File: src/vgen_params.svh
// video generator parameters
`ifndef VGEN_PARAMS_SVH
`define VGEN_PARAMS_SVH

// horizontal phases in pixels, offscreen columns come first
`define VGEN_H_FRONT        2
`define VGEN_H_SYNC         4
`define VGEN_H_BACK         2
`define VGEN_H_VISIBLE      32

// vertical phases in lines, visible lines come first
`define VGEN_V_VISIBLE      4
`define VGEN_V_FRONT        1
`define VGEN_V_SYNC         1
`define VGEN_V_BACK         1

`define VGEN_SYNC_POL       1'b1    // active level of hsync and vsync
`define VGEN_CNT_W          11      // h and v counter width
`define VGEN_ADDR_W         16      // vram word address width
`define VGEN_FETCH_LEAD     6       // pixels before visible area to start line fetch

`define VGEN_REG_VID_CTRL   3'd0
`define VGEN_REG_GFX_CTRL   3'd1
`define VGEN_REG_DISP_ADDR  3'd2
`define VGEN_REG_LINE_LEN   3'd3
`define VGEN_REG_SCANLINE   3'd4

`define VGEN_RST_BORDER     8'h08   // dark grey
`define VGEN_RST_LINE_LEN   16'd4

`endif
File: src/vgen_pkg.sv
// video generator types
`include "vgen_params.svh"

package vgen_pkg;

    typedef enum logic {
        BPP_1_ATTR = 1'b0,                      // 1 bit per pixel with fg/bg attribute
        BPP_4      = 1'b1                       // 4 bits per pixel
    } bpp_t;

    // 1-bpp word, attribute in the high byte
    typedef struct packed {
        logic [3:0]     fg;                     // colour for set bits
        logic [3:0]     bg;                     // colour for clear bits
        logic [7:0]     pix;                    // bit 7 is the leftmost pixel
    } attr_word_t;

    typedef struct packed {
        logic [3:0][3:0] pix;                   // nibble 3 is the leftmost pixel
    } nib_word_t;

    // one vram word, decoded per bitmap depth
    typedef union packed {
        attr_word_t     attr_view;
        nib_word_t      nib_view;
    } vram_word_u;

    typedef struct packed {
        logic [7:0]                 colorbase;  // upper colour bits for plane pixels
        logic                       blank;      // plane hidden, border shown
        bpp_t                       bpp;
        logic [`VGEN_ADDR_W-1:0]    disp_addr;  // first word of the frame
        logic [`VGEN_ADDR_W-1:0]    line_len;   // words between line starts
    } pa_cfg_t;

    typedef struct packed {
        logic [`VGEN_CNT_W-1:0]     v_count;
        logic                       h_visible;
        logic                       v_visible;
        logic                       last_frame_pixel;
    } timing_t;

    // eight colour indices, first pixel in the top byte
    typedef logic [7:0][7:0] pixel_group_t;

endpackage

File: src/vgen_top.sv
// video generator top level
`timescale 1ns/1ps
`include "vgen_params.svh"

module vgen_top (
    input  logic                        clk,
    input  logic                        reset_i,
    // APB slave
    input  logic [2:0]                  paddr_i,
    input  logic                        psel_i,
    input  logic                        penable_i,
    input  logic                        pwrite_i,
    input  logic [15:0]                 pwdata_i,
    output logic [15:0]                 prdata_o,
    output logic                        pready_o,
    output logic                        pslverr_o,
    // vram read port
    output logic                        vram_sel_o,
    output logic [`VGEN_ADDR_W-1:0]     vram_addr_o,
    input  logic [15:0]                 vram_data_i,
    // video out
    output logic [7:0]                  color_index_o,
    output logic                        hsync_o,
    output logic                        vsync_o,
    output logic                        dv_de_o
);

    import vgen_pkg::*;

    pa_cfg_t        cfg;
    timing_t        timing;
    pixel_group_t   grp;
    logic [7:0]     border;
    logic           line_start, scan_active;
    logic           hsync, vsync, de;
    logic           grp_valid, grp_ready;

    vgen_reg_decode i_reg_decode (
        .clk, .reset_i, .paddr_i, .psel_i, .penable_i, .pwrite_i, .pwdata_i,
        .prdata_o, .pready_o, .pslverr_o,
        .timing_i(timing), .cfg_o(cfg), .border_o(border)
    );

    vgen_sync_timing i_sync_timing (
        .clk, .reset_i, .timing_o(timing), .line_start_o(line_start),
        .scan_active_o(scan_active), .hsync_o(hsync), .vsync_o(vsync), .de_o(de)
    );

    vgen_line_fetch i_line_fetch (
        .clk, .reset_i, .cfg_i(cfg), .timing_i(timing), .line_start_i(line_start),
        .vram_sel_o, .vram_addr_o, .vram_data_i,
        .grp_o(grp), .grp_valid_o(grp_valid), .grp_ready_i(grp_ready)
    );

    vgen_pixel_out i_pixel_out (
        .clk, .reset_i, .grp_i(grp), .grp_valid_i(grp_valid), .grp_ready_o(grp_ready),
        .scan_active_i(scan_active), .blank_i(cfg.blank), .border_i(border), .color_index_o
    );

    // same register stage as color_index_o
    always_ff @(posedge clk) begin
        if (reset_i) begin
            hsync_o <= ~`VGEN_SYNC_POL;
            vsync_o <= ~`VGEN_SYNC_POL;
            dv_de_o <= 1'b0;
        end else begin
            hsync_o <= hsync;
            vsync_o <= vsync;
            dv_de_o <= de;
        end
    end

endmodule

File: src/vgen_pixel_out.sv
// pixel shift-out and border select
`timescale 1ns/1ps

module vgen_pixel_out (
    input  logic                    clk,
    input  logic                    reset_i,
    input  vgen_pkg::pixel_group_t  grp_i,
    input  logic                    grp_valid_i,
    output logic                    grp_ready_o,
    input  logic                    scan_active_i,  // next cycle is in the visible area
    input  logic                    blank_i,
    input  logic [7:0]              border_i,
    output logic [7:0]              color_index_o
);

    import vgen_pkg::*;

    pixel_group_t   hold_q;             // next group waiting for shift-out
    pixel_group_t   shift_q;            // current pixel in the top byte
    logic           hold_valid;
    logic           active_q;           // visible area, in step with de
    logic [2:0]     pix_cnt;
    logic           line_load;
    logic           grp_load;

    assign grp_ready_o = !hold_valid;
    assign line_load   = scan_active_i && !active_q;           // cycle before first pixel
    assign grp_load    = line_load || (active_q && pix_cnt == 3'd7);

    always_ff @(posedge clk) begin
        if (reset_i) begin
            hold_valid <= 1'b0;
            active_q   <= 1'b0;
            pix_cnt    <= 3'd0;
        end else begin
            active_q <= scan_active_i;
            if (blank_i) begin
                hold_valid <= 1'b0;
            end else if (grp_valid_i && grp_ready_o) begin
                hold_valid <= 1'b1;
            end else if (grp_load) begin
                hold_valid <= 1'b0;
            end
            if (line_load) begin
                pix_cnt <= 3'd0;
            end else if (active_q) begin
                pix_cnt <= pix_cnt + 3'd1;
            end
        end
    end

    always_ff @(posedge clk) begin
        if (grp_valid_i && grp_ready_o) begin
            hold_q <= grp_i;
        end
        if (grp_load && hold_valid) begin
            shift_q <= hold_q;
        end else if (active_q) begin
            shift_q <= {shift_q[6:0], 8'h00};
        end
        // border outside the scan area or when the plane is blanked
        color_index_o <= (active_q && !blank_i) ? shift_q[7] : border_i;
    end

endmodule

File: src/vgen_line_fetch.sv
// bitmap line fetch and pixel expansion
`timescale 1ns/1ps
`include "vgen_params.svh"

module vgen_line_fetch (
    input  logic                            clk,
    input  logic                            reset_i,
    input  vgen_pkg::pa_cfg_t               cfg_i,
    input  vgen_pkg::timing_t               timing_i,
    input  logic                            line_start_i,
    output logic                            vram_sel_o,
    output logic [`VGEN_ADDR_W-1:0]         vram_addr_o,
    input  logic [15:0]                     vram_data_i,    // valid one cycle after select
    output vgen_pkg::pixel_group_t          grp_o,
    output logic                            grp_valid_o,
    input  logic                            grp_ready_i
);

    import vgen_pkg::*;

    localparam int GRP_W = $clog2(`VGEN_H_VISIBLE / 8);
    localparam logic [GRP_W-1:0] GRP_LAST = GRP_W'(`VGEN_H_VISIBLE / 8 - 1);

    logic                       busy;           // line fetch in progress
    logic [1:0]                 phase;          // issue cycle within a group
    logic [GRP_W-1:0]           grp_cnt;
    logic [`VGEN_ADDR_W-1:0]    rd_addr;
    logic [`VGEN_ADDR_W-1:0]    line_addr;      // start of the next line
    vram_word_u                 rd_word;
    vram_word_u                 word_q;         // first word of a 4-bpp group
    pixel_group_t               attr_grp, nib_grp;
    logic                       go, step, last_phase;
    logic [3:0]                 cb;

    assign rd_word    = vram_data_i;
    assign cb         = cfg_i.colorbase[7:4];
    assign last_phase = (cfg_i.bpp == BPP_4) ? (phase == 2'd2) : (phase == 2'd1);
    assign go         = !grp_valid_o || grp_ready_i;     // group slot free for the next result
    assign step       = busy && !cfg_i.blank && (phase != 2'd0 || go);

    // one read per group at 1-bpp, two at 4-bpp
    assign vram_sel_o  = step && (phase == 2'd0 || (phase == 2'd1 && cfg_i.bpp == BPP_4));
    assign vram_addr_o = rd_addr;

    always_comb begin
        for (int i = 0; i < 8; i++) begin
            attr_grp[i] = {cb, rd_word.attr_view.pix[i] ? rd_word.attr_view.fg
                                                         : rd_word.attr_view.bg};
        end
        for (int i = 0; i < 4; i++) begin
            nib_grp[i + 4] = {cb, word_q.nib_view.pix[i]};
            nib_grp[i]     = {cb, rd_word.nib_view.pix[i]};
        end
    end

    always_ff @(posedge clk) begin
        if (reset_i) begin
            busy        <= 1'b0;
            phase       <= 2'd0;
            grp_cnt     <= '0;
            grp_valid_o <= 1'b0;
        end else if (cfg_i.blank) begin
            busy        <= 1'b0;                // drop the line, no reads while blanked
            phase       <= 2'd0;
            grp_valid_o <= 1'b0;
        end else begin
            if (grp_valid_o && grp_ready_i) begin
                grp_valid_o <= 1'b0;
            end
            if (line_start_i) begin
                busy    <= 1'b1;
                phase   <= 2'd0;
                grp_cnt <= '0;
            end else if (step) begin
                if (last_phase) begin
                    phase       <= 2'd0;
                    grp_valid_o <= 1'b1;
                    grp_cnt     <= grp_cnt + 1'b1;
                    busy        <= grp_cnt != GRP_LAST;
                end else begin
                    phase <= phase + 2'd1;
                end
            end
        end
    end

    always_ff @(posedge clk) begin
        if (timing_i.last_frame_pixel) begin
            line_addr <= cfg_i.disp_addr;
        end else if (line_start_i) begin
            line_addr <= line_addr + cfg_i.line_len;
        end
        if (line_start_i) begin
            rd_addr <= line_addr;
        end else if (vram_sel_o) begin
            rd_addr <= rd_addr + 1'b1;
        end
        if (step && phase == 2'd1) begin
            word_q <= rd_word;
        end
        if (step && last_phase) begin
            grp_o <= (cfg_i.bpp == BPP_4) ? nib_grp : attr_grp;
        end
    end

endmodule

File: src/vgen_sync_timing.sv
// video sync timing
`timescale 1ns/1ps
`include "vgen_params.svh"

module vgen_sync_timing (
    input  logic                clk,
    input  logic                reset_i,
    output vgen_pkg::timing_t   timing_o,
    output logic                line_start_o,   // fetch trigger on visible lines
    output logic                scan_active_o,  // visible area one cycle ahead
    output logic                hsync_o,
    output logic                vsync_o,
    output logic                de_o
);

    localparam int CW = `VGEN_CNT_W;

    // last count of each phase
    localparam logic [CW-1:0] H_FRONT_LAST = CW'(`VGEN_H_FRONT - 1);
    localparam logic [CW-1:0] H_SYNC_LAST  = CW'(`VGEN_H_FRONT + `VGEN_H_SYNC - 1);
    localparam logic [CW-1:0] H_BACK_LAST  = CW'(`VGEN_H_FRONT + `VGEN_H_SYNC + `VGEN_H_BACK - 1);
    localparam logic [CW-1:0] H_TOTAL_LAST = H_BACK_LAST + CW'(`VGEN_H_VISIBLE);
    localparam logic [CW-1:0] H_FETCH      = H_BACK_LAST + 1'b1 - CW'(`VGEN_FETCH_LEAD);
    localparam logic [CW-1:0] V_VIS_LAST   = CW'(`VGEN_V_VISIBLE - 1);
    localparam logic [CW-1:0] V_FRONT_LAST = V_VIS_LAST + CW'(`VGEN_V_FRONT);
    localparam logic [CW-1:0] V_SYNC_LAST  = V_FRONT_LAST + CW'(`VGEN_V_SYNC);
    localparam logic [CW-1:0] V_TOTAL_LAST = V_SYNC_LAST + CW'(`VGEN_V_BACK);

    typedef enum logic [1:0] {
        ST_FRONT   = 2'b00,
        ST_SYNC    = 2'b01,
        ST_BACK    = 2'b10,
        ST_VISIBLE = 2'b11
    } axis_state_t;

    axis_state_t    h_state, h_state_next;
    axis_state_t    v_state, v_state_next;
    logic [CW-1:0]  h_count, v_count;
    logic [CW-1:0]  h_end, v_end;       // count at which the state advances
    logic           line_end;
    logic           frame_end;

    always_comb begin
        case (h_state)
            ST_FRONT: h_end = H_FRONT_LAST;
            ST_SYNC:  h_end = H_SYNC_LAST;
            ST_BACK:  h_end = H_BACK_LAST;
            default:  h_end = H_TOTAL_LAST;
        endcase
        case (v_state)
            ST_VISIBLE: v_end = V_VIS_LAST;     // visible lines are at the top
            ST_FRONT:   v_end = V_FRONT_LAST;
            ST_SYNC:    v_end = V_SYNC_LAST;
            default:    v_end = V_TOTAL_LAST;
        endcase
    end

    assign line_end     = h_count == H_TOTAL_LAST;
    assign frame_end    = line_end && v_state == ST_BACK && v_count == V_TOTAL_LAST;
    assign h_state_next = (h_count == h_end) ? axis_state_t'(h_state + 2'd1) : h_state;
    assign v_state_next = (line_end && v_count == v_end) ? axis_state_t'(v_state + 2'd1) : v_state;

    always_ff @(posedge clk) begin
        if (reset_i) begin
            h_state <= ST_FRONT;
            v_state <= ST_FRONT;
            h_count <= '0;
            v_count <= '0;
        end else begin
            h_state <= h_state_next;
            v_state <= v_state_next;
            h_count <= line_end ? '0 : h_count + 1'b1;
            if (line_end) begin
                v_count <= frame_end ? '0 : v_count + 1'b1;
            end
        end
    end

    assign timing_o.v_count          = v_count;
    assign timing_o.h_visible        = h_state == ST_VISIBLE;
    assign timing_o.v_visible        = v_state == ST_VISIBLE;
    assign timing_o.last_frame_pixel = frame_end;

    assign de_o          = timing_o.h_visible && timing_o.v_visible;
    assign scan_active_o = h_state_next == ST_VISIBLE && v_state_next == ST_VISIBLE;
    assign line_start_o  = v_state == ST_VISIBLE && h_count == H_FETCH;
    assign hsync_o       = (h_state == ST_SYNC) ? `VGEN_SYNC_POL : ~`VGEN_SYNC_POL;
    assign vsync_o       = (v_state == ST_SYNC) ? `VGEN_SYNC_POL : ~`VGEN_SYNC_POL;

endmodule

File: src/vgen_reg_decode.sv
// APB configuration registers
`timescale 1ns/1ps
`include "vgen_params.svh"

module vgen_reg_decode (
    input  logic                clk,
    input  logic                reset_i,
    // APB slave
    input  logic [2:0]          paddr_i,        // word offset
    input  logic                psel_i,
    input  logic                penable_i,
    input  logic                pwrite_i,
    input  logic [15:0]         pwdata_i,
    output logic [15:0]         prdata_o,
    output logic                pready_o,
    output logic                pslverr_o,
    // status and configuration
    input  vgen_pkg::timing_t   timing_i,
    output vgen_pkg::pa_cfg_t   cfg_o,
    output logic [7:0]          border_o
);

    import vgen_pkg::*;

    logic access;
    logic bad_addr;
    logic wr_en;

    assign access   = psel_i && penable_i;
    assign bad_addr = paddr_i > `VGEN_REG_SCANLINE;

    // no wait states
    assign pready_o  = access;
    assign pslverr_o = access && (bad_addr || (pwrite_i && paddr_i == `VGEN_REG_SCANLINE));
    assign wr_en     = access && pwrite_i && !pslverr_o;

    always_ff @(posedge clk) begin
        if (reset_i) begin
            border_o        <= `VGEN_RST_BORDER;
            cfg_o.colorbase <= 8'h00;
            cfg_o.blank     <= 1'b0;            // plane shown after reset
            cfg_o.bpp       <= BPP_1_ATTR;
            cfg_o.disp_addr <= '0;
            cfg_o.line_len  <= `VGEN_RST_LINE_LEN;
        end else if (wr_en) begin
            case (paddr_i)
                `VGEN_REG_VID_CTRL: begin
                    border_o <= pwdata_i[15:8];
                end
                `VGEN_REG_GFX_CTRL: begin
                    cfg_o.colorbase <= pwdata_i[15:8];
                    cfg_o.blank     <= pwdata_i[7];
                    cfg_o.bpp       <= bpp_t'(pwdata_i[4]);
                end
                `VGEN_REG_DISP_ADDR: begin
                    cfg_o.disp_addr <= pwdata_i;
                end
                `VGEN_REG_LINE_LEN: begin
                    cfg_o.line_len <= pwdata_i;
                end
                default: begin
                end
            endcase
        end
    end

    // read data valid in the access phase
    always_comb begin
        case (paddr_i)
            `VGEN_REG_VID_CTRL:  prdata_o = {border_o, 8'h00};
            `VGEN_REG_GFX_CTRL:  prdata_o = {cfg_o.colorbase, cfg_o.blank, 2'b00, cfg_o.bpp, 4'h0};
            `VGEN_REG_DISP_ADDR: prdata_o = cfg_o.disp_addr;
            `VGEN_REG_LINE_LEN:  prdata_o = cfg_o.line_len;
            `VGEN_REG_SCANLINE:  prdata_o = {!timing_i.v_visible, !timing_i.h_visible, 3'b000,
                                             timing_i.v_count};
            default:             prdata_o = 16'h0000;
        endcase
    end

endmodule

File: config.mk
export PLATFORM = sky130hd
export DESIGN_NAME = vgen_top
export DESIGN_NICKNAME = d
export VERILOG_FILES = /design/src/vgen_pkg.sv /design/src/vgen_top.sv /design/src/vgen_pixel_out.sv /design/src/vgen_line_fetch.sv /design/src/vgen_sync_timing.sv /design/src/vgen_reg_decode.sv
export VERILOG_INCLUDE_DIRS = /design/src
export SDC_FILE = /design/constraint.sdc
export NUM_CORES = 1
export LEC_CHECK = 0
export ABC_CLOCK_PERIOD_IN_PS = 5500
export BUFFER_PORTS_ARGS = -buffer_cell sky130_fd_sc_hd__buf_2
export CORE_MARGIN = 5
export CORE_UTILIZATION = 55
export CTS_BUF_LIST = sky130_fd_sc_hd__clkbuf_8 sky130_fd_sc_hd__clkbuf_16
export DETAILED_ROUTE_END_ITERATION = 12
export PLACE_DENSITY = 0.73
export REMOVE_ABC_BUFFERS = 1
export SYNTH_ARGS = -nofsm -noshare
export SYNTH_HDL_FRONTEND = slang
export SYNTH_HIERARCHICAL = 1
export SYNTH_SLANG_ARGS = --single-unit
File: constraint.sdc
create_clock -name clk -period 5.5 [get_ports clk]
set_input_delay 1.1 -clock clk [delete_from_list [all_inputs] [get_ports clk]]
set_output_delay 1.1 -clock clk [all_outputs]
set_load 0.01 [all_outputs]
* After elaboration in Yosys (flattened, before gate mapping)
Cells that the tools add are included.
** Storage, ports and cells
- Input bits :: 40
- Register bits after elaboration :: 338
- Logic and storage cells :: 173
- Output and inout port bits :: 46
** Operators by class
- Mux-type cells :: 38
- Equal/unequal tests :: 21
- Bitwise logic cells :: 1
- Magnitude comparators :: 1
- $add $sub $neg :: 9
- Reduce and logical (&&, ||, !) cells :: 55
** Operator list (number)
- 2-to-1 mux 64 bit :: 2
- case mux 16 bit (5 select lines) :: 1
- 2-to-1 mux 16 bit :: 4
- 2-to-1 mux 60 bit :: 1
- 2-to-1 mux 4 bit :: 8
- adder 11 x 1 -> 11 bit, second input constant :: 2
- logical AND 1 bit :: 22
- case mux 6 bit (3 select lines) :: 1
- adder 16 x 1 -> 16 bit, second input constant :: 1
- adder 16 bit :: 1
- == test 2 bit, second input constant :: 7
- nonzero test 2 bit :: 7
- 2-to-1 mux 1 bit :: 12
- 2-to-1 mux 2 bit :: 6
- == test 11 x 2 -> 1 bit, second input constant :: 1
- == test 11 x 3 -> 1 bit :: 1
- == test 11 x 3 -> 1 bit, second input constant :: 1
- == test 11 x 6 -> 1 bit :: 1
- == test 11 x 6 -> 1 bit, second input constant :: 1
- 2-to-1 mux 11 bit :: 1
- AND reduction 2 bit :: 5
- case mux 3 bit (3 select lines) :: 1
- adder 2 x 1 -> 2 bit, second input constant :: 4
- 2-to-1 mux 8 bit :: 1
- other kinds (15) :: 33

* Depth between registers and ports, before layout
- Depth in word-level cells :: 11
- Gate-level depth with buffers :: 11
- Mapped depth without buffers :: 9

* Hierarchy
The synthesis kept the hierarchy.
** Modules (own cells, without submodules)
- vgen_pixel_out :: cells an instance 243, times used 1, sequential area each 4103.9 um^2, area an instance 5242.5 um^2
- vgen_line_fetch :: cells an instance 458, times used 1, sequential area each 2642.5 um^2, area an instance 5031.1 um^2
- vgen_reg_decode :: cells an instance 272, times used 1, sequential area each 1001.0 um^2, area an instance 2576.2 um^2
- vgen_sync_timing :: cells an instance 180, times used 1, sequential area each 520.5 um^2, area an instance 1511.4 um^2
- vgen_top :: cells an instance 6, times used 1, sequential area each 60.1 um^2, area an instance 78.8 um^2

* Least setup slack after synthesis
No wires, ideal clock.
- Path type :: flip-flop to flip-flop
- From :: register i_sync_timing.h_state[0]
- To :: register i_pixel_out/shift_q[0] (netlist name), enable pin
- Data arrival time :: 3.800 ns
- Path buffers :: 2
- Period minus slack after synthesis :: 4.233 ns
- Setup slack :: 1.267 ns
- Cell stages (with the launch flop) :: 12
- Data required time :: 5.068 ns
- Cells stage by stage :: dfxtp_1 -> inv_1 -> ha_1 -> xor2_1 -> nand3_1 -> or4_1 -> a22oi_1 -> mux2_4 -> nand2_4 -> buf_12 -> buf_12 -> nand2b_1
** On the way
- Word-level cells in the longest chain between the ends :: 10
** Ends and longest elaborated chain
- start, declared :: RTL line vgen_sync_timing.sv:36 : axis_state_t h_state, h_state_next;
- start signal, assigned :: RTL line vgen_sync_timing.sv:70 : h_state <= h_state_next;
- == test 2 bit, or another cell as far along :: RTL line vgen_sync_timing.sv:44 : case (h_state)
- case mux 6 bit (3 select lines) :: RTL line vgen_sync_timing.sv:44
- == test 11 x 6 -> 1 bit :: RTL line vgen_sync_timing.sv:60 : assign h_state_next = (h_count == h_end) ? axis_state_t'(h_state + 2'd1) : h_state;
- 2-to-1 mux 2 bit (*) :: RTL line vgen_sync_timing.sv:60
- == test 2 bit (*) :: RTL line vgen_sync_timing.sv:85 : assign scan_active_o = h_state_next == ST_VISIBLE && v_state_next == ST_VISIBLE;
- logical AND 1 bit (*) :: RTL line vgen_sync_timing.sv:85
- named net scan_active :: RTL line vgen_top.sv:34 : logic line_start, scan_active;
- logical AND 1 bit (*) :: RTL line vgen_pixel_out.sv:27 : assign line_load = scan_active_i && !active_q;
- logical OR 1 bit (*) :: RTL line vgen_pixel_out.sv:28 : assign grp_load = line_load || (active_q && pix_cnt == 3'd7);
- logical AND 1 bit (*) :: RTL line vgen_pixel_out.sv:56 : if (grp_load && hold_valid) begin
- nonzero test 2 bit (no line) (*)
- end signal, assigned :: RTL line vgen_pixel_out.sv:57 : shift_q <= hold_q;
- end signal, assigned :: RTL line vgen_pixel_out.sv:59 : shift_q <= {shift_q[6:0], 8'h00};
- end, declared :: RTL line vgen_pixel_out.sv:19 : pixel_group_t shift_q;
The timed path passes the listed nets; every way through them passes the cells marked *.
A chain may end at the register's enable or synchronous reset.

* Worst setup path in the final report
- From :: register i_sync_timing.h_state[0]
- To :: register i_pixel_out/shift_q[58] (netlist name), enable pin
Same word-level chain as after synthesis.

==> results.cfg <==
[finish]
diodes = 0
stdcell_area_mm2 = 0.0158
nNetsFinal = 1277
drive_gt1_share_pct = 19.6
areaGrowthSynthToFinish_pct = 9.63

[timing]
fin_crit_sh_pct = 69.5
setup_viol = 0
fmax_ghz = 0.262
tightest_slew_ps = 959
rsz0062_at_grt = no
drv_slew = 0
skew_ps = 11.1
period_minus_slack_ps = 3820
setup_tns_ps = 0
hold_viol = 0
slew-limit-headroom_pct = 36.1

[clock_network]
clockBufferDepth = 3
clock_latency_ps = 570
h-tree-depth = 1
ctsResizeCount = 0
cts_tree = built
numCtsBuffers = 31
numClockSinks = 310
path_clk_slew_ps = 60
postCtsHoldBufs = 0
cts_root_buffer = clkbuf_16
cts_setup_buffers = 0

[synthesis]
yosys_warnings = 6
ys_types = 73
avgSynthCellArea_um2 = 12.5
synth-edff-count = 212
ys_seq_elements = 310
synth.top_cell.area_share_pct = 44.1
async_flop_share_pct = 0
synth_seq_area_share_pct = 57.7
synthTopCellsByArea = edfxtp_1 44%, dfxtp_1 14%, mux2i_1 5.2%
syn_area_mm2 = 0.0144
synthCells = 1159
ys.flop_type = edfxtp_1
yosys.area.top_type = edfxtp_1

[die]
die_h_um = 172
dieArea_mm2 = 0.0296
core_area_mm2 = 0.0260
initial_core_util_pct = 55.6
ios = 86
die-width_um = 172
rows = 59

[pwr]
switchingPower_uw = 971
swShare_pct = 20.8
intPower_uw = 3700
vdd_drop_max_v = 0.000309
p_clk_share_pct = 43.6
pwr-share-comb_pct = 3.2
leakage_uw = 0.00591
power_per_cell_area_mw_per_mm2 = 295
pwr-share-seq_pct = 53.2

[route]
wire_per_inst_um = 18.0
postRouteAntennaNets = 0
vias = 8790
route.detailed.drc = 0
drt_iter0_markers = 501
via_per_inst = 5.63
drt_first_pass_iters = 5
wirelength_mm = 28.1

[setup_path]
path_class = reg2reg
cp.required_ps = 5750
crit_path_start_kind = flop
endpoint_kind = flop
arrival_ps = 4070
critPathMaxFanout = 25

[run_status]
status = complete, no violations

[place]
port_buffers = 85
hpwl_mm = 19.0
dpl-instance-area_mm2 = 0.0148
place_congestion = 0.885

[grt]
antenna_found_initial = 1
grt_pass1_wl_mm = 44.7
grt_pass1_vias = 8465
grt_util_all_layers_pct = 18.7
grt_start_max_net_pins = 65
grt_remaining_overflow = 0

[worst_hold_path]
min_path_type = reg2reg

[run]
drv_cap = 0
-- power groups by stage --
stage	Combinational (uW)	Clock [uW]	Sequential, uW
floorplan	74.4	0	2530
detailed placement	149	0	2530
global placement	146	0	2530
finish	150	2030	2480
global route	163	2190	2480
CTS	150	2080	2480
-- synth_stat cells, drive strengths merged (26+ instances only) --
cell type    n
a21oi       33
buf         50
clkbuf      36
dfxtp       98
edfxtp     212
ha          34
inv         26
mux2        79
mux2i       75
nand2       81
nand2b      57
nor2        39
o21ai      100
-- registers in the layout, summed over array words and instances, names as in the netlist, 2 cells and up --
name / cells
i_line_fetch/word_q: 16
i_sync_timing/v_count: 11
i_pixel_out/hold_q: 64
i_pixel_out/color_index_o: 8
i_line_fetch/vram_addr_o: 16
i_line_fetch/phase: 2
i_sync_timing/h_count: 11
i_sync_timing/v_state: 2
i_pixel_out/shift_q: 64
i_line_fetch/line_addr: 16
i_sync_timing/h_state: 2
i_pixel_out/pix_cnt: 3
i_reg_decode/cfg_o: 42
i_line_fetch/grp_o: 36
i_reg_decode/border_o: 8
i_line_fetch/grp_cnt: 2
-- through the flow --
stage / hold WS [ps] / util, % / cells / power [uW] / worst slack [ps]
3_5_place_dp: 405 / 57.1 / 1504 / 2680 / 1650
3_3_place_gp: 403 / 57.1 / 1504 / 2680 / 1760
5_1_grt: 426 / 60.9 / 1562 / 4830 / 1400
2_1_floorplan: 400 / - / 1073 / 2610 / 1040
6_report: 416 / 60.9 / 1562 / 4670 / 1680
4_1_cts: 419 / 60.9 / 1562 / 4720 / 1670
-- path summary, 6_finish.rpt --
check | endpoint | slack, ps | cells after the start | start
worst min-delay path | i_pixel_out/hold_q[49] | 420 | 0 | i_line_fetch/grp_o[49]
worst max register to register | i_pixel_out/shift_q[58] | 1680 | 9 | i_sync_timing/h_state[0]
worst min register to register | i_pixel_out/hold_q[49] | 420 | 0 | i_line_fetch/grp_o[49]
worst max-delay path | i_pixel_out/shift_q[58] | 1680 | 9 | i_sync_timing/h_state[0]
-- cell usage in the layout (no fill, tap or decap), types with 5 or more instances in the layout --
cell type    n
o31ai_1     10
a21oi_1     32
buf_4       11
o22ai_1      6
nand4_1      9
clkinv_1     5
clkbuf_16   31
or3_1        6
nand2_1     80
or4_1        8
mux2i_1     75
buf_2       85
xor2_1      19
dfxtp_1     98
o211ai_1     5
nor2b_1     24
mux2_4      30
ha_1        34
o21ai_0     95
nand3_1     25
nor2_1      38
clkinv_2     9
and3_1      15
nor3_1       9
o2bb2ai_1    7
edfxtp_1   212
inv_1       35
nor3b_1      5
a21boi_0     5
o21a_1       8
mux2_2      49
xnor2_1     18
nand2b_1    56
-- critical path, stage by stage (launching register included) --
cell,delay [ps]
dfxtp_1,430
ha_1,390
xnor2_1,160
nand3_1,180
or4_1,530
a22oi_1,370
mux2_4,320
nand2_4,160
nand2b_2,550
buf_4,410
-- per-layer routing --
metal | up-vias | track usage [%] | wire (um)
met5 | - | 0 | 0
met4 | 0 | 4.37 | 476
met3 | 34 | 3.38 | 1380
met2 | 179 | 30.7 | 13500
met1 | 4261 | 26.1 | 12800
li1 | 4316 | - | -
-- cell type report --
type	count	area, um2
Fill cell	2043	10200
Tap cell	335	419
Clock buffer	31	776
Timing Repair Buffer	96	508
Inverter	26	97.6
Sequential cell	310	8330
Clock inverter	27	208
Multi-Input combinational cell	737	5490
-- logic make-up (layout without fill, tap and decap cells) --
kind of cell             after synthesis  after routing  share of synthesized area [%]
AND/OR/NAND/NOR                      305            305                           11.5
multiplexers                         157            157                           12.6
AO/OA/AOI/OAI                        203            203                           8.52
XOR/XNOR                              37             37                           2.24
flip-flops                           310            310                           57.7
adder cells (fa/ha/maj)               35             35                           3.08
buffers and inverters                112            180                           4.42
No activity file was read; power rests on OpenSTA's default activity.
